**config.mk**
```make
export PLATFORM = sky130hd
export DESIGN_NAME = mem_req_arbiter
export DESIGN_NICKNAME = d
export VERILOG_FILES = /design/src/rob_pkg.sv /design/src/l1_cache_pkg.sv /design/src/mem_req_arbiter.sv
export VERILOG_INCLUDE_DIRS = /design/src /design/src/src
export SDC_FILE = /design/constraint.sdc
export NUM_CORES = 1
export LEC_CHECK = 0
export ABC_AREA = 1
export BUFFER_PORTS_ARGS = -buffer_cell sky130_fd_sc_hd__buf_2
export CORE_MARGIN = 2
export CORE_UTILIZATION = 35
export DETAILED_ROUTE_END_ITERATION = 12
export HOLD_SLACK_MARGIN = 0.12
export PLACE_DENSITY = 0.74
export SLEW_MARGIN = 20
export SYNTH_ARGS = -nofsm -noshare
export SYNTH_HDL_FRONTEND = slang
export SYNTH_SLANG_ARGS = --single-unit
```
**constraint.sdc**
```tcl
create_clock -name clk -period 2.4 [get_ports clk]
set_input_delay 0.36 -clock clk [delete_from_list [all_inputs] [get_ports clk]]
set_output_delay 0.36 -clock clk [all_outputs]
set_load 0.1 [all_outputs]
```
**src/l1_macros.svh**
```systemverilog
`ifndef L1_MACROS_SVH
`define L1_MACROS_SVH

// Cache geometry
`define L1_NUM_WAYS     4
`define L1_NUM_SETS     16
`define L1_LINE_BYTES   16

// Physical address split, tag | set | offset
`define L1_PADDR_BITS   16
`define L1_OFFSET_BITS  4
`define L1_SET_BITS     4
`define L1_TAG_BITS     8

// Lookup pipe depth, MM0 through MM5
`define MM_NUM_STAGES   6

`endif

```
**src/rob_pkg.sv**
```systemverilog
`default_nettype none

package rob_pkg;

    // Reorder buffer entry id
    typedef logic [5:0] t_robid;

    // Physical register id in the integer PRF
    typedef logic [5:0] t_preg;

    // Integer register value
    typedef logic [63:0] t_reg_data;

endpackage

`default_nettype wire

```
**src/l1_cache_pkg.sv**
```systemverilog
`include "l1_macros.svh"

`default_nettype none

package l1_cache_pkg;

    typedef logic [`L1_PADDR_BITS-1:0]       t_paddr;
    typedef logic [`L1_SET_BITS-1:0]         t_l1_set;
    typedef logic [`L1_TAG_BITS-1:0]         t_l1_tag;
    typedef logic [`L1_OFFSET_BITS-1:0]      t_l1_offset;
    typedef logic [`L1_NUM_WAYS-1:0]         t_l1_way_vec;
    typedef logic [$clog2(`L1_NUM_WAYS)-1:0] t_l1_way;
    typedef logic [`L1_LINE_BYTES*8-1:0]     t_cl;

    // Stores held back by loads, observable count
    typedef logic [15:0] t_blk_cnt;

    typedef enum logic [1:0] {
        MESI_I = 2'd0,
        MESI_S = 2'd1,
        MESI_E = 2'd2,
        MESI_M = 2'd3
    } t_mesi;

    typedef enum logic {
        MEM_LOAD  = 1'b0,
        MEM_STORE = 1'b1
    } t_mem_kind;

    typedef struct packed {
        t_mem_kind        kind;
        t_paddr           addr;
        rob_pkg::t_robid  robid;
        rob_pkg::t_preg   preg;
    } t_mempipe_req;

    // Address field extraction
    function automatic t_l1_offset get_offset(t_paddr addr);
        return addr[`L1_OFFSET_BITS-1:0];
    endfunction

    function automatic t_l1_set get_set(t_paddr addr);
        return addr[`L1_OFFSET_BITS +: `L1_SET_BITS];
    endfunction

    function automatic t_l1_tag get_tag(t_paddr addr);
        return addr[`L1_PADDR_BITS-1 -: `L1_TAG_BITS];
    endfunction

endpackage

`default_nettype wire

```
**src/mem_req_arbiter.sv**
```systemverilog
`default_nettype none

module mem_req_arbiter (
    input  logic                       clk,
    input  logic                       arst_n,

    input  logic                       ld_valid,
    output logic                       ld_ready,
    input  l1_cache_pkg::t_paddr       ld_addr,
    input  rob_pkg::t_robid            ld_robid,
    input  rob_pkg::t_preg             ld_preg,

    input  logic                       st_valid,
    output logic                       st_ready,
    input  l1_cache_pkg::t_paddr       st_addr,
    input  rob_pkg::t_robid            st_robid,

    output logic                       mm0_valid,
    output l1_cache_pkg::t_mempipe_req mm0_req,

    output l1_cache_pkg::t_blk_cnt     cnt_st_blocked
);

    // Store has lost arbitration at least once since it went valid
    logic st_held;

    // Fixed priority, load wins
    assign ld_ready  = ld_valid;
    assign st_ready  = st_valid & ~ld_valid;
    assign mm0_valid = ld_valid | st_valid;

    always_comb begin
        mm0_req.kind  = ld_valid ? l1_cache_pkg::MEM_LOAD : l1_cache_pkg::MEM_STORE;
        mm0_req.addr  = ld_valid ? ld_addr  : st_addr;
        mm0_req.robid = ld_valid ? ld_robid : st_robid;
        // Stores have no destination register
        mm0_req.preg  = ld_valid ? ld_preg  : '0;
    end

    always_ff @(posedge clk or negedge arst_n) begin
        if (!arst_n) begin
            st_held        <= 1'b0;
            cnt_st_blocked <= '0;
        end else begin
            if (st_valid && ld_valid) begin
                st_held <= 1'b1;
            end else if (st_valid && st_ready) begin
                st_held <= 1'b0;
            end
            // Count a delayed store once, when it finally goes through
            if (st_valid && st_ready && st_held) begin
                cnt_st_blocked <= cnt_st_blocked + 1'b1;
            end
        end
    end

endmodule

`default_nettype wire

```
==> results of run 1 <==
==> kinds of logic after synthesis <==
group | synth area share
compound gates | 0.004145
flops | 0.3527
xor+xnor | 0.07261
simple gates | 0.4772
fa+ha+maj | 0.01037
buf+inv | 0.08299
==> cell usage in the layout (no fill, tap or decap) <==
cell	n
buf_4	1
clkinv_2	1
nand3_4	1
nor3_1	1
o21ai_1	1
nand2_4	1
inv_2	3
xnor2_1	6
xor2_1	4
dfrtp_1	17
inv_1	16
nand2_1	105
dlygate4sd3_1	1
nor2_1	13
clkbuf_4	3
buf_2	101
nand4_1	3
ha_1	1
nand3b_1	2
nor2_2	1
nand3_1	5
nor2_4	3
==> path summary, 6_finish.rpt <==
| kind | startpoint | endpoint | slack (ps) | cells after the start |
|---|---|---|---|---|
| worst min-delay path | st_valid | st_held | 370 | 3 |
| min in group asynchronous | arst_n | cnt_st_blocked[7] | 520 | 2 |
| max in group asynchronous | arst_n | cnt_st_blocked[0] | 1600 | 2 |
| worst max-delay path | ld_valid | mm0_req[7] | 550 | 5 |
| worst max register to register | cnt_st_blocked[0] | cnt_st_blocked[12] | 1050 | 8 |
| worst min register to register | cnt_st_blocked[5] | cnt_st_blocked[5] | 520 | 1 |
==> flip-flops by register name (all words and copies together), names as in the netlist <==
signal / flops
cnt_st_blocked: 16
st_held: 1
==> final cells by class <==
| cell class | count | area (um2) | share of cell area |
|---|---|---|---|
| Inverter | 19 | 71.32 | 0.03994 |
| Tap cell | 46 | 57.56 | 0.03224 |
| Multi-Input combinational cell | 147 | 680.7 | 0.3812 |
| Sequential cell | 17 | 425.4 | 0.2383 |
| Timing Repair Buffer | 103 | 523.0 | 0.2929 |
| Clock buffer | 3 | 22.52 | 0.01261 |
| Clock inverter | 1 | 5.005 | 0.002803 |
==> layer usage <==
| layer | vias up | track usage | wire, um |
|---|---|---|---|
| met5 | - | 0 | 0 |
| met4 | 0 | 0.05556 | 43 |
| met3 | 6 | 0.04144 | 274 |
| met2 | 57 | 0.3239 | 1636 |
| met1 | 618 | 0.2258 | 1462 |
| li1 | 769 | - | - |
==> power breakdown <==
group / leakage [nW] / internal, mW / switching (mW) / total (mW)
logic: 0.923 / 0.128 / 0.661 / 0.789
clock network: 0.0177 / 0.0620 / 0.0885 / 0.150
registers: 0.223 / 0.324 / 0.0431 / 0.367
total: 1.16 / 0.514 / 0.792 / 1.31
==> worst register-to-register path, cell delays in order, from the launching register on <==
cell     delay (ps)
dfrtp_1         410
ha_1            180
nand3_1         120
nor2_4          190
nand2_4          90
nor2_4          110
nand2_1          60
nand2_1          50
nand2_1          40
==> through the flow <==
| stage | hold WS [ps] | power, mW | worst slack [ps] | utilization |
|---|---|---|---|---|
| floorplan | 64.41 | 1.019 | 226.5 | - |
| CTS | 367.8 | 1.321 | 528.3 | 0.5393 |
| finish | 368.3 | 1.306 | 551.2 | 0.5393 |
| global route | 386.3 | 1.368 | 435.4 | 0.5393 |
| global placement | 300.4 | 1.160 | 530.0 | 0.5280 |
| detailed placement | 300.0 | 1.165 | 526.4 | 0.5280 |
==> repair_timing <==
action / CTS / global route
gates resized for setup: 0 / 0
endpoints found under the hold margin: 17 / 0
hold buffers: 1 / 0
==> impl_results.md, run 1 <==
- Final min period: 1849 ps
- Initial Utilization: 0.3643
- CP max FO: 25
- Syn_area_per_cell: 6.382 um2
- Total placed cells including tap cells: 331
- Min-Delay Path Class: primary input to flip-flop
- Final GP Congestion: 0.7626
- Lkg Pwr: 1.163 nW
- Routed len/inst: 10.17 um
- EDFF count, synth: 0
- Peak supply drop: 0.7461 mV
- Seq/Total Area, Yosys: 0.3527
- Slew @ Worst Pin: 498.9 ps
- Largest cells by area after synthesis: dfrtp_1 (35%), nand2_1 (33%), inv_1 (5.0%), xnor2_1 (4.4%), nor2_1 (4.0%)
- Drt drc: 0
- Max incr delay on CP: 420 ps
- IO buf count: 101
- Synth async-reset ratio: 1.000
- Final hold vios: 0
- Skew-Pair Late Insertion Delay: 290 ps
- Leading register cell type out of synthesis: dfrtp_1
- Antenna fix cells: 0
- H-tree Lvls: 1
- Largest net degree at the start of global routing: 26
- PD cells: 731.7 nW/um2
- Final setup viols: 0
- Synthesized netlist cell count: 189
- Via density: 4.315
- TritonCTS Buffers: 3
- Total Wirelength: 3417 um
- Routed Antenna Nets: 0
- WS Path Type: primary input to primary output
- Slowest cell on crit path: buf_2
- Io pins: 102
- Die area: 3932 um2
- Initial antenna violation count: 0
- CTS root buf: clkbuf_4
- Vias in the first global route: 1338
- Yosys warnings: 0
- Critical path launch point type: primary input
- Synth top cells by count: nand2_1 (105), dfrtp_1 (17), inv_1 (16)
- Critical path arrival: 1490 ps
- Row count: 21
- CTS clk-pin slew, worst paths: 90 ps
- Post-route setup TNS: 0 ps
- Delay-heaviest family, CP: buffers and inverters
- Share of layout cells above drive strength 1: 0.3966
- # Post-CTS Setup Buffers: 0
- Area of placed instances: 1748 um2
- Final Slew Violations: 0
- Buf+Inv Stages, Crit Path: 3
- Layout fillers: 347
- Worst endpoint required time: 2040 ps
- All-Layer GR Usage: 0.1848
- RSZ-0062 raised after global routing: no
- DR iter-0 viols: 48
- Most frequent cell after synthesis: nand2_1
- FMAX: 0.5409 GHz
- Area Growth Syn to Fin: 48.03%
- Final #Nets: 346
- Die height: 62.71 um
- Area of the core: 3311 um2
- Post-synth top area cell: dfrtp_1
- CTS tree: done
- Crit share post-route: 0.7703
- Final Cell Area: 1785 um2
- DR pass1 iterations: 4
- Cell Area, Synth: 1206 um2
- Via count: 1450
- Post-route non-filler standard cell count: 336
- Status: finished, final reports clean
- Syn nets: 244
- Seq cells post-synth: 17
- Global-route wire length before repair: 5927 um
- Die Span X: 62.71 um
- Max-slew headroom: 0.6697
- Count of cell types in the netlist: 21
- CP Cell Sequence: buf_2 -> inv_2 -> nand2_1 -> nand2_1 -> buf_2
- Clock buffer depth: 2
- Sink Count: 17
- CP endpoint kind: primary output
- Dpl hpwl: 2855 um
- Share of the synthesized area in the top cell type: 0.3527
- GR Overflow Total: 0
- Max-cap violations: 0
- Worst clock skew: 9.227 ps
No activity file was read; power rests on OpenSTA's default activity.
==> run 2, diff against run 1 <==
==> constraint.sdc (replaced) <==
create_clock -name clk -period 1.9 [get_ports clk]
set_input_delay 0.285 -clock clk [delete_from_list [all_inputs] [get_ports clk]]
set_output_delay 0.285 -clock clk [all_outputs]
set_load 0.1 [all_outputs]
==> run 2 against run 1 <==
Net effect:
- routed wire length increased by 21%
- power rose by 39%
- worst hold slack worse by 58 ps
- register-to-register slack lost 520 ps
- non-clock buffer count is 3 higher
- largest cell class is now non-clock buffers
- flip-flop and latch count unchanged
- clock-buffer cell count rose by 1
- cell count up 0.89%
- sequential power increased by 29%
==> impl_results.md, run 2 (synthesis gave the netlist of run 1 again) <==
- Status: finished, final reports clean
- Total Power: 1.821 mW (+39%)
- CP Capture Point: mm0_req[2]
- RSZ-0062 raised after global routing: no
- Area of placed instances: 2156 um2 (+23%)
- Global-route wire length before repair: 6775 um (+14%)
- Critical R2R Launch: cnt_st_blocked[0]
- Sink Count: 17 (unchanged)
- Delay-heaviest family, CP: buffers and inverters
- Post-route setup TNS: 0 ps (unchanged)
- Max incr delay on CP: 440 ps (+20 ps)
- Final Slew Violations: 0 (unchanged)
- Max-slew headroom: 0.6642 (-0.005430)
- Min-Delay Path Class: primary input to flip-flop
- Die area: 3932 um2 (unchanged)
- Dpl hpwl: 3552 um (+24%)
- Area Growth Syn to Fin: 81.74%
- Count of hold-fix buffers inserted at cts: 1 (unchanged)
- Largest regs: cnt_st_blocked (16), st_held (1)
- Via density: 4.558 (+5.6%)
- Routed Antenna Nets: 0 (unchanged)
- Drt drc: 0 (unchanged)
- Die Span X: 62.71 um (unchanged)
- Clock power share: 0.101 (-0.014)
- Switching power: 1.034 mW (+31%)
- Final GP Congestion: 0.8513 (+12%)
- Largest net degree at the start of global routing: 18 (-31%)
- CP max FO: 13 (-48%)
- Max-cap violations: 0 (unchanged)
- PostCTS Resize Cnt: 0 (unchanged)
- P_int: 0.7867 mW (+53%)
- Die height: 62.71 um (unchanged)
- Io pins: 102 (unchanged)
- Clock buffer depth: 2 (unchanged)
- Max FFs per register: 16 (unchanged)
- Final min period: 1544 ps
- Sequential power share: 0.261 (-0.020)
- Hold Worst Slack: 310.0 ps (-58.27 ps)
- FMAX: 0.6476 GHz
- Final Cell Area: 2192 um2 (+23%)
- Crit share post-route: 0.8127
- Final hold vios: 0 (unchanged)
- CTS tree: done
- Worst clock skew: 4.812 ps (-4.415 ps)
- RR Endpoint: cnt_st_blocked[12]
- Comb pwr share: 0.638 (+0.034)
- R2r setup slk: 530 ps (-520 ps)
- H-tree Lvls: 1 (unchanged)
- CTS clk-pin slew, worst paths: 90 ps (about the same)
- Lkg Pwr: 1.297 nW (+11%)
- Final setup viols: 0 (unchanged)
- PD cells: 830.5 nW/um2 (+13%)
- Critical path launch point type: primary input
- Worst setup startpoint: ld_valid
- Total Wirelength: 4129 um (+21%)
- Slew @ Worst Pin: 507.1 ps (+8.201 ps)
- Most used cell, CP: buf_2
- Area of the core: 3311 um2 (unchanged)
- Initial Utilization: 0.3643 (unchanged)
- All-Layer GR Usage: 0.2142 (+0.02942)
- Via count: 1545 (+6.6%)
- Skew-Pair Late Insertion Delay: 280 ps (about the same)
- Final #Nets: 349 (+0.87%)
- Util after Layout: 0.6621 (+0.1228)
- CP endpoint kind: primary output
- DR pass1 iterations: 4 (unchanged)
- Buf+Inv Stages, Crit Path: 4 (+1)
- CP Cell Sequence: buf_2 -> buf_4 -> nand2_1 -> inv_1 -> buf_2
- IO buf count: 101 (unchanged)
- Antenna fix cells: 0 (unchanged)
- Routed len/inst: 12.18 um (+20%)
- DR iter-0 viols: 71 (+48%)
- Cell count along the critical path: 5 (unchanged)
- Sw Share: 0.5679 (-0.03848)
- # Post-CTS Setup Buffers: 0 (unchanged)
- Worst endpoint required time: 1620 ps (-420 ps)
- CTS root buf: clkbuf_4
- Share of layout cells above drive strength 1: 0.4369 (+0.04031)
- GR Overflow Total: 0 (unchanged)
- FF-to-FF path depth: 8 (unchanged)
- Slowest cell on crit path: buf_2
- Row count: 21 (unchanged)
- TritonCTS Buffers: 3 (unchanged)
- Peak supply drop: 1.261 mV (+69%)
- WS Path Type: primary input to primary output
- Commonest cells after routing, fill and taps aside: nand2_1 (97), buf_2 (77), buf_12 (24)
- Largest Register: cnt_st_blocked
- Initial antenna violation count: 0 (unchanged)
- Commonest non-fill, non-tap cell in the layout: nand2_1
- Vias in the first global route: 1458 (+9.0%)
- Critical path arrival: 1260 ps (-230 ps)
-- run 2: final cells by class --
class / instances / area, um2
Inverter: 19 / 71.32
Tap cell: 46 / 57.56
Clock buffer: 4 / 26.28
Multi-Input combinational cell: 147 / 703.2
Timing Repair Buffer: 106 / 905.9
Sequential cell: 17 / 427.9
Fill cell: 304 / 1119
-- run 2: layer usage --
| layer | up-vias | GRT usage | wire length, um |
|---|---|---|---|
| li1 | 771 | - | - |
| met1 | 696 | 0.2582 | 1626 |
| met2 | 74 | 0.3965 | 2170 |
| met3 | 4 | 0.02883 | 291 |
| met4 | 0 | 0.05833 | 40 |
| met5 | - | 0 | 0 |
-- run 2: worst min-delay path by stage --
stage | startpoint | end | slack, ps | depth (start not counted)
3_3_place_gp | arst_n | cnt_st_blocked[2] | 220 | 1
3_5_place_dp | arst_n | cnt_st_blocked[2] | 220 | 1
2_1_floorplan | arst_n | cnt_st_blocked[0] | -10 | 0
5_1_grt | st_valid | st_held | 330 | 3
4_1_cts | st_valid | st_held | 310 | 3
6_report | st_valid | st_held | 310 | 3
-- run 2: through the flow --
stage | cells | setup slack (ps)
3_3_place_gp | 334 | 410.5
5_1_grt | 339 | 295.7
6_report | 339 | 355.8
4_1_cts | 339 | 369.1
3_5_place_dp | 334 | 370.6
2_1_floorplan | 189 | -51.69
-- run 2: power groups by stage --
stage | logic, mW | clock network (mW) | registers [mW]
finish | 1.16 | 0.184 | 0.475
global route | 1.21 | 0.209 | 0.488
CTS | 1.17 | 0.189 | 0.475
detailed placement | 1.17 | 0 | 0.481
global placement | 1.15 | 0 | 0.480
floorplan | 0.494 | 0 | 0.803
-- run 2: worst register-to-register path: stages (launching register included) --
cell and delay [ps]:
dfrtp_2 410, ha_1 180, nand3_1 130, nor2_4 190, nand2_4 90, nor2_4 110
nand2_1 60, nand2_1 50, nand2_1 40
