`src/l1_macros.svh`:
```
`ifndef L1_MACROS_SVH
`define L1_MACROS_SVH

// Cache geometry
`define L1_NUM_WAYS     4
`define L1_NUM_SETS     16
`define L1_LINE_BYTES   16

// Physical address split, tag | set | offset
`define L1_PADDR_BITS   16
`define L1_OFFSET_BITS  4
`define L1_SET_BITS     4
`define L1_TAG_BITS     8

// Lookup pipe depth, MM0 through MM5
`define MM_NUM_STAGES   6

`endif

```
`src/rob_pkg.sv`:
```
`default_nettype none

package rob_pkg;

    // Reorder buffer entry id
    typedef logic [5:0] t_robid;

    // Physical register id in the integer PRF
    typedef logic [5:0] t_preg;

    // Integer register value
    typedef logic [63:0] t_reg_data;

endpackage

`default_nettype wire

```
`src/l1_cache_pkg.sv`:
```
`include "l1_macros.svh"

`default_nettype none

package l1_cache_pkg;

    typedef logic [`L1_PADDR_BITS-1:0]       t_paddr;
    typedef logic [`L1_SET_BITS-1:0]         t_l1_set;
    typedef logic [`L1_TAG_BITS-1:0]         t_l1_tag;
    typedef logic [`L1_OFFSET_BITS-1:0]      t_l1_offset;
    typedef logic [`L1_NUM_WAYS-1:0]         t_l1_way_vec;
    typedef logic [$clog2(`L1_NUM_WAYS)-1:0] t_l1_way;
    typedef logic [`L1_LINE_BYTES*8-1:0]     t_cl;

    // Stores held back by loads, observable count
    typedef logic [15:0] t_blk_cnt;

    typedef enum logic [1:0] {
        MESI_I = 2'd0,
        MESI_S = 2'd1,
        MESI_E = 2'd2,
        MESI_M = 2'd3
    } t_mesi;

    typedef enum logic {
        MEM_LOAD  = 1'b0,
        MEM_STORE = 1'b1
    } t_mem_kind;

    typedef struct packed {
        t_mem_kind        kind;
        t_paddr           addr;
        rob_pkg::t_robid  robid;
        rob_pkg::t_preg   preg;
    } t_mempipe_req;

    // Address field extraction
    function automatic t_l1_offset get_offset(t_paddr addr);
        return addr[`L1_OFFSET_BITS-1:0];
    endfunction

    function automatic t_l1_set get_set(t_paddr addr);
        return addr[`L1_OFFSET_BITS +: `L1_SET_BITS];
    endfunction

    function automatic t_l1_tag get_tag(t_paddr addr);
        return addr[`L1_PADDR_BITS-1 -: `L1_TAG_BITS];
    endfunction

endpackage

`default_nettype wire

```
`src/l1_array_if.sv`:
```
`include "l1_macros.svh"

`default_nettype none

interface l1_array_if;

    // Read request, driven in MM1
    l1_cache_pkg::t_l1_set  set_addr;
    logic                   rd_en;

    // Read data of all ways, valid in MM2
    l1_cache_pkg::t_l1_tag  rd_tags   [`L1_NUM_WAYS];
    l1_cache_pkg::t_mesi    rd_states [`L1_NUM_WAYS];
    l1_cache_pkg::t_cl      rd_lines  [`L1_NUM_WAYS];

    modport pipe (
        output set_addr,
        output rd_en,
        input  rd_tags,
        input  rd_states,
        input  rd_lines
    );

    modport arrays (
        input  set_addr,
        input  rd_en,
        output rd_tags,
        output rd_states,
        output rd_lines
    );

endinterface

`default_nettype wire

```
`src/mempipe.sv`:
```
`include "l1_macros.svh"

`default_nettype none

module mempipe (
    input  logic                        clk,
    input  logic                        arst_n,

    input  logic                        mm0_valid,
    input  l1_cache_pkg::t_mempipe_req  mm0_req,

    l1_array_if.pipe                    arr,

    output logic                        cpl_valid,
    output rob_pkg::t_robid             cpl_robid,
    output logic                        cpl_hit,
    output logic                        cpl_is_load,

    output logic                        wb_valid,
    output rob_pkg::t_preg              wb_preg,
    output rob_pkg::t_reg_data          wb_data
);

    // MM0 arb result, MM1 set read (no TLB), MM2 hit, MM3 way mux,
    // MM4 byte rotate, MM5 completion
    localparam int MM0 = 0;
    localparam int MM1 = 1;
    localparam int MM2 = 2;
    localparam int MM4 = 4;
    localparam int MM5 = `MM_NUM_STAGES - 1;

    localparam int REG_BYTES = $bits(rob_pkg::t_reg_data) / 8;

    logic                        valid_q [`MM_NUM_STAGES];
    l1_cache_pkg::t_mempipe_req  req_q   [`MM_NUM_STAGES];

    l1_cache_pkg::t_l1_way_vec   hit_vec_mm2;
    l1_cache_pkg::t_l1_way_vec   hit_vec_mm3;
    logic                        hit_mm3;
    logic                        hit_mm4;
    logic                        hit_mm5;
    l1_cache_pkg::t_cl           lines_mm3 [`L1_NUM_WAYS];
    l1_cache_pkg::t_cl           line_sel_mm3;
    l1_cache_pkg::t_cl           line_mm4;
    rob_pkg::t_reg_data          rot_mm4;
    rob_pkg::t_reg_data          rot_mm5;

    // Stage valids
    always_ff @(posedge clk or negedge arst_n) begin
        if (!arst_n) begin
            valid_q <= '{default: 1'b0};
        end else begin
            valid_q[MM0] <= mm0_valid;
            for (int s = 1; s < `MM_NUM_STAGES; s++) begin
                valid_q[s] <= valid_q[s-1];
            end
        end
    end

    // MM1 set read
    assign arr.rd_en    = valid_q[MM1];
    assign arr.set_addr = l1_cache_pkg::get_set(req_q[MM1].addr);

    // MM2 tag compare, stores need ownership
    always_comb begin
        for (int w = 0; w < `L1_NUM_WAYS; w++) begin
            hit_vec_mm2[w] = valid_q[MM2]
                & (arr.rd_tags[w] == l1_cache_pkg::get_tag(req_q[MM2].addr))
                & ((req_q[MM2].kind == l1_cache_pkg::MEM_LOAD)
                    ? (arr.rd_states[w] != l1_cache_pkg::MESI_I)
                    : (arr.rd_states[w] inside {l1_cache_pkg::MESI_E, l1_cache_pkg::MESI_M}));
        end
    end

    // MM3 AND-OR way select, hit vector is at most one-hot
    always_comb begin
        line_sel_mm3 = '0;
        for (int w = 0; w < `L1_NUM_WAYS; w++) begin
            line_sel_mm3 |= lines_mm3[w] & {$bits(l1_cache_pkg::t_cl){hit_vec_mm3[w]}};
        end
    end

    // MM4 pick eight bytes from the offset, wrapping inside the line
    always_comb begin
        l1_cache_pkg::t_l1_offset idx;
        idx = l1_cache_pkg::get_offset(req_q[MM4].addr);
        for (int b = 0; b < REG_BYTES; b++) begin
            rot_mm4[8*b +: 8] = line_mm4[8*idx +: 8];
            idx = idx + 1'b1;
        end
    end

    // Request packets and per-stage results
    always_ff @(posedge clk) begin
        req_q[MM0] <= mm0_req;
        for (int s = 1; s < `MM_NUM_STAGES; s++) begin
            req_q[s] <= req_q[s-1];
        end
        hit_vec_mm3 <= hit_vec_mm2;
        hit_mm3     <= |hit_vec_mm2;
        lines_mm3   <= arr.rd_lines;
        line_mm4    <= line_sel_mm3;
        hit_mm4     <= hit_mm3;
        rot_mm5     <= rot_mm4;
        hit_mm5     <= hit_mm4;
    end

    // MM5 completion and load writeback
    assign cpl_valid   = valid_q[MM5];
    assign cpl_robid   = req_q[MM5].robid;
    assign cpl_hit     = hit_mm5;
    assign cpl_is_load = req_q[MM5].kind == l1_cache_pkg::MEM_LOAD;

    assign wb_valid = valid_q[MM5] & cpl_is_load & hit_mm5;
    assign wb_preg  = req_q[MM5].preg;
    assign wb_data  = rot_mm5;

endmodule

`default_nettype wire

```
`src/flat_wrapper.sv`:
```
// flat-port wrapper written by rule: the top's interface ports become plain ports
module mempipe_flat 
  (clk, arst_n, mm0_valid, mm0_req, cpl_valid, cpl_robid, cpl_hit, cpl_is_load, wb_valid, wb_preg, wb_data, arr_set_addr, arr_rd_en, arr_rd_tags, arr_rd_states, arr_rd_lines);
  l1_array_if arr_i ();
  input  logic clk;
  input  logic arst_n;
  input  logic mm0_valid;
  input  l1_cache_pkg::t_mempipe_req mm0_req;
  output logic cpl_valid;
  output rob_pkg::t_robid cpl_robid;
  output logic cpl_hit;
  output logic cpl_is_load;
  output logic wb_valid;
  output rob_pkg::t_preg wb_preg;
  output rob_pkg::t_reg_data wb_data;
  output wire logic [$bits(arr_i.set_addr)-1:0] arr_set_addr;
  output wire logic [$bits(arr_i.rd_en)-1:0] arr_rd_en;
  input wire logic [$bits(arr_i.rd_tags)-1:0] arr_rd_tags;
  input wire logic [$bits(arr_i.rd_states)-1:0] arr_rd_states;
  input wire logic [$bits(arr_i.rd_lines)-1:0] arr_rd_lines;
  assign arr_set_addr = arr_i.set_addr;
  assign arr_rd_en = arr_i.rd_en;
  assign arr_i.rd_tags = {>>{arr_rd_tags}};
  assign arr_i.rd_states = {>>{arr_rd_states}};
  assign arr_i.rd_lines = {>>{arr_rd_lines}};
  mempipe u_core (.clk(clk), .arst_n(arst_n), .mm0_valid(mm0_valid), .mm0_req(mm0_req), .arr(arr_i), .cpl_valid(cpl_valid), .cpl_robid(cpl_robid), .cpl_hit(cpl_hit), .cpl_is_load(cpl_is_load), .wb_valid(wb_valid), .wb_preg(wb_preg), .wb_data(wb_data));
endmodule
```
`config.mk`:
```
export PLATFORM = sky130hd
export DESIGN_NAME = mempipe_flat
export DESIGN_NICKNAME = d
export VERILOG_FILES = /design/src/rob_pkg.sv /design/src/l1_cache_pkg.sv /design/src/l1_array_if.sv /design/src/mempipe.sv /design/src/flat_wrapper.sv
export VERILOG_INCLUDE_DIRS = /design/src /design/src/src
export SDC_FILE = /design/constraint.sdc
export NUM_CORES = 1
export LEC_CHECK = 0
export BUFFER_PORTS_ARGS = -buffer_cell sky130_fd_sc_hd__buf_4
export CORE_MARGIN = 3
export CORE_UTILIZATION = 30
export CTS_BUF_LIST = sky130_fd_sc_hd__clkbuf_8
export DETAILED_ROUTE_END_ITERATION = 10
export PLACE_DENSITY_LB_ADDON = 0.2
export SLEW_MARGIN = 25
export SYNTH_ARGS = -nofsm -noshare
export SYNTH_HDL_FRONTEND = slang
export SYNTH_SLANG_ARGS = --single-unit
export TNS_END_PERCENT = 1
```
`constraint.sdc`:
```
create_clock -name clk -period 4.7 [get_ports clk]
set_clock_uncertainty 0.1 [all_clocks]
set_input_delay 0.235 -clock clk [delete_from_list [all_inputs] [get_ports clk]]
set_output_delay 0.235 -clock clk [all_outputs]
set_load 0.02 [all_outputs]
```
==> run_results.csv, run 1 <==
group,metric,value,unit
yosys,ys_async_sr_fraction,0.007084,
yosys,syn_area,27020,um^2
yosys,synth-simple-area-share,0.04728,
yosys,yosysSeqAreaShare,0.6286,
placed_design,io_buffers,668,
yosys,syn_area_per_cell,13.84,um^2
placed_design,dp_cells,3671,
yosys,synth-edff-count,0,
yosys,synth_xor_area_frac,0.02144,
placed_design,gp_congestion,0.8546,
clock_network,cts_root_buf,"clkbuf_8",
outcome,status,"stopped before the end",
outcome,error,"[ERROR RSZ-0060] Max buffer count reached.",
yosys,synth_top_family_by_area,"multiplexers",
yosys,synth.distinct_cells,53,
floorplan,rows,109,
clock_network,clock-sinks,847,
clock_network,cts_setup_buffers,0,
yosys,synth_nets,2540,
outcome,lastStage,"clock tree synthesis (4_1_cts)",
floorplan,die_w,306.1,um
yosys,postSynthCellCount,1952,
clock_network,cts_resized,0,
yosys,synth-seq-cells,847,
yosys,synthFlopType,"dfxtp_1",
yosys,synth-compound-area-share,0.09770,
clock_network,cts_buffers,145,
placed_design,hpwl,73370,um
floorplan,boundaryPins,669,
yosys,synth-adder-area-share,0.001852,
floorplan,start_util,0.3044,
clock_network,clockBufferDepth,3,
yosys,synthMuxAreaShare,0.1767,
yosys,yosysWarnings,0,
clock_network,h-tree-depth,4,
placed_design,placed_cell_area,33150,um^2
clock_network,cts_hold_buf,786,
floorplan,fp.dieH,306.1,um
## Yosys cell counts (4+ instances only)
library cell,instances,area share
a21oi_1,23,0.0043
clkbuf_1,76,0.011
nor2_1,34,0.0047
a211oi_1,12,0.0033
dfrtp_1,6,0.0056
nor3_1,5,0.00093
mux4_1,10,0.0097
nor2b_1,19,0.0044
xnor2_1,13,0.0042
nor4_1,16,0.0037
mux2i_1,56,0.021
nand3_1,35,0.0065
o21ai_0,36,0.0067
o221ai_1,17,0.0055
dfxtp_1,841,0.62
buf_1,9,0.0013
nand2_1,171,0.024
mux4_2,171,0.14
buf_4,28,0.0078
ha_1,4,0.0019
a22oi_1,256,0.071
xor2_1,30,0.0097
mux2_2,9,0.0038
o22ai_1,12,0.0028
buf_2,24,0.0044
## cells by family after synthesis
family,after synthesis
AOI/OAI and AO/OA,366
xor gates and xnor gates,52
adders and majority gates,4
buffers and inverters,146
DFF,847
muxes,246
and+or+nand+nor,291
## metrics by stage
step,setup slack [ps],hold slack [ps]
2_1_floorplan,1450,-160.6
3_5_place_dp,1077,-54.97
3_3_place_gp,1220,-57.93
==> inputs of run 2 (changes only) <==
--- a/config.mk
+++ b/config.mk
@@ -8,10 +8,9 @@
 export LEC_CHECK = 0
 export BUFFER_PORTS_ARGS = -buffer_cell sky130_fd_sc_hd__buf_4
 export CORE_MARGIN = 3
-export CORE_UTILIZATION = 30
-export CTS_BUF_LIST = sky130_fd_sc_hd__clkbuf_8
+export CORE_UTILIZATION = 20
 export DETAILED_ROUTE_END_ITERATION = 10
-export PLACE_DENSITY_LB_ADDON = 0.2
+export PLACE_DENSITY_LB_ADDON = 0.15
 export SLEW_MARGIN = 25
 export SYNTH_ARGS = -nofsm -noshare
 export SYNTH_HDL_FRONTEND = slang
==> run_results.csv, run 2 <==
group,metric,value,unit
finish,largest-register,"u_core.lines_mm3",
route,route.met3.wl,7348,um
placed_design,hpwl,83890,um
yosys,yosysWarnings,0,
sta,fmax,296.7,MHz
route,routedWlPerCell,22.67,um
sta,slew-limit-headroom,0.3723,
sta,hold-worst-slack,74.07,ps
yosys,postSynthCellCount,1952,
clock_network,path_clk_slew,60,ps
sta,fin_crit_sh,0.7172,
finish,seqCellArea,17010,um^2
route,top_layer,"met4",
finish,area_delta_synth_final,62.49,%
setup_path,cp_max_fo,130,
setup_path,r2r_cells,7,
clock_network,cts_setup_buffers,0,
finish,reg_top3,"u_core.lines_mm3: 512 flops, u_core.req_q: 130 flops, u_core.line_mm4: 128 flops",
yosys,yosys.area.top_type,"dfxtp_1",
global_route,grt_pass1_wl,163500,um
floorplan,fp.dieH,373.6,um
yosys,ys_async_sr_fraction,0.007084,
sta,finalHoldViolations,0,
placed_design,dp_cells,4274,
clock_network,cts_tree,"yes",
setup_path,crit_required,5130,ps
pwr,fin_total_pwr,17.58,mW
global_route,antenna_found_initial,18,
clock_network,h-tree-depth,3,
clock_network,clockBufferDepth,3,
outcome,status,"finished clean",
floorplan,core_area,133800,um^2
global_route,groute.usage.overall,0.1622,
route,dr.pass1.iters,5,
yosys,synth-seq-cells,847,
setup_path,r2r_end,"u_core.wb_data[27]$_DFF_P_",
global_route,grt_pass1_vias,23310,
floorplan,rows,134,
sta,worst_pin_slew,941.5,ps
yosys,syn_area,27020,um^2
pwr,p_leak,18.31,nW
setup_path,worst_setup_path_start_kind,"flop",
yosys,synth_nets,2540,
clock_network,cts_hold_buf,660,
yosys,synth_area_leaders,"dfxtp_1, mux4_2, a22oi_1, nand2_1, mux2i_1",
setup_path,cp-end-kind,"flop",
finish,multiInputGateArea,9364,um^2
setup_path,r2r_slack,1330,ps
yosys,yosysMostFrequentCell,"dfxtp_1",
route,vias,21480,
finish,fill_cells,13190,
setup_path,r2r_start,"u_core.req_q[4][12]$_DFF_P_",
global_route,grt_overflow_total,0,
setup_path,endpoint,"u_core.wb_data[27]$_DFF_P_",
sta,finalMaxSlewViolations,0,
yosys,synth_top_area_frac,0.6230,
clock_network,cts_resized,0,
yosys,synthFlopType,"dfxtp_1",
route,ant_nets,0,
finish,final_common_cell,"dfxtp_1",
finish,layout_common_cells,"dfxtp_1, buf_4, dlygate4sd3_1",
yosys,synthTopCellsByCount,"dfxtp_1, a22oi_1, mux4_2, nand2_1, clkbuf_1",
pwr,vdd_drop_max,298.3,uV
finish,nets,3852,
clock_network,cts_buffers,96,
global_route,grt_max_degree,131,
clock_network,clock-sinks,847,
placed_design,gp_congestion,0.8861,
flow_run,maxCapViolCount,0,
clock_network,clock_latency,710,ps
placed_design,io_buffers,668,
floorplan,die_w,373.6,um
route,first_iter_violations,1173,
route,drc_errors,0,
setup_path,cp_data_arrival_time,3800,ps
sta,setup_viol,0,
sta,rsz0062_at_grt,"false",
finish,fin_cells,5115,
placed_design,placed_cell_area,33890,um^2
finish,largest_reg_flops,512,
setup_path,worstSetupPathType,"reg -> reg",
setup_path,startpoint,"u_core.req_q[4][12]$_DFF_P_",
yosys,yosysSeqAreaShare,0.6286,
clock_network,cts_root_buf,"clkbuf_16",
sta,fin_setup_tns,0,ps
yosys,syn_area_per_cell,13.84,um^2
finish,final_area,43910,um^2
route,dr_wl_met2,57980,um
sta,fin_crit,3371,ps
yosys,synth.distinct_cells,53,
floorplan,boundaryPins,669,
route,drt-met1-wl,47050,um
finish,final_layout_size_suffix_gt1_frac,0.3181,
route,via_per_inst,4.199,
route,wl,115900,um
pwr,power.density,400.3,nW/um^2
floorplan,die-area,139600,um^2
hold_path,worst_hold_path_type,"in -> reg",
yosys,synth-edff-count,0,
floorplan,start_util,0.2020,
==> run 2: cell counts after synthesis <==
No cell type changed its count.
==> run 2: how the worst min path moves through the flow <==
stage          slack (ps)  cells after the start               from                            end
3_3_place_gp          -40                      1             arst_n     u_core.arr.rd_en$_DFF_PN0_
6_report               70                      2  arr_rd_lines[231]  u_core.lines_mm3[231]$_DFF_P_
2_1_floorplan        -160                      0             arst_n     u_core.arr.rd_en$_DFF_PN0_
4_1_cts              0.04                      2  arr_rd_lines[347]  u_core.lines_mm3[347]$_DFF_P_
3_5_place_dp          -40                      1             arst_n     u_core.arr.rd_en$_DFF_PN0_
5_1_grt                 4                      2    arr_rd_lines[1]    u_core.lines_mm3[1]$_DFF_P_
==> run 2: worst max-delay path, cell delays in order (launching register included) <==
cell and delay [ps]:
dfxtp_4 410, buf_12 530, nand3_1 260, nor3b_2 260, xnor2_2 490, xor2_2 280
buf_4 240, mux4_1 570
==> run 2: layout make-up <==
cell class,count,share of cell area
inverters,5,0.0004274
diodes,5,0.0002849
clock buffers,120,0.05953
clock inverters,56,0.01787
flip-flops and latches,847,0.3873
repair buffers,1355,0.2710
multi-input cells,959,0.2133
well taps,1768,0.05038
==> run 2: logic make-up (layout without fill, tap and decap cells) <==
family / Yosys count / in the layout / share of synthesized area
compound gates: 366 / 366 / 0.09770
xor+xnor: 52 / 52 / 0.02144
fa+ha+maj: 4 / 4 / 0.001852
buf+inv: 146 / 1536 / 0.02639
flops: 847 / 847 / 0.6286
mux: 246 / 246 / 0.1767
other cells: 0 / 5 / 0
simple gates: 291 / 291 / 0.04728
==> run 2: routing by layer <==
metal,track usage,vias to the layer above
met5,0,-
met4,0.05238,0
met3,0.04462,173
met2,0.2811,815
met1,0.1938,10620
li1,-,9865
==> run 2: per-stage QoR <==
step | setup WS (ps) | util
finish | 1329 | 0.3282
global route | 1020 | 0.3282
CTS | 1235 | 0.3281
detailed placement | 1270 | 0.2533
global placement | 1338 | 0.2533
floorplan | 1450 | -
==> run 2: report_power, final <==
part | internal [mW] | switching [mW]
clock | 4.76 | 3.21
sequential | 7.54 | 0.157
combinational | 1.08 | 0.832
total | 13.4 | 4.19
(Power assumes the default switching activity.)
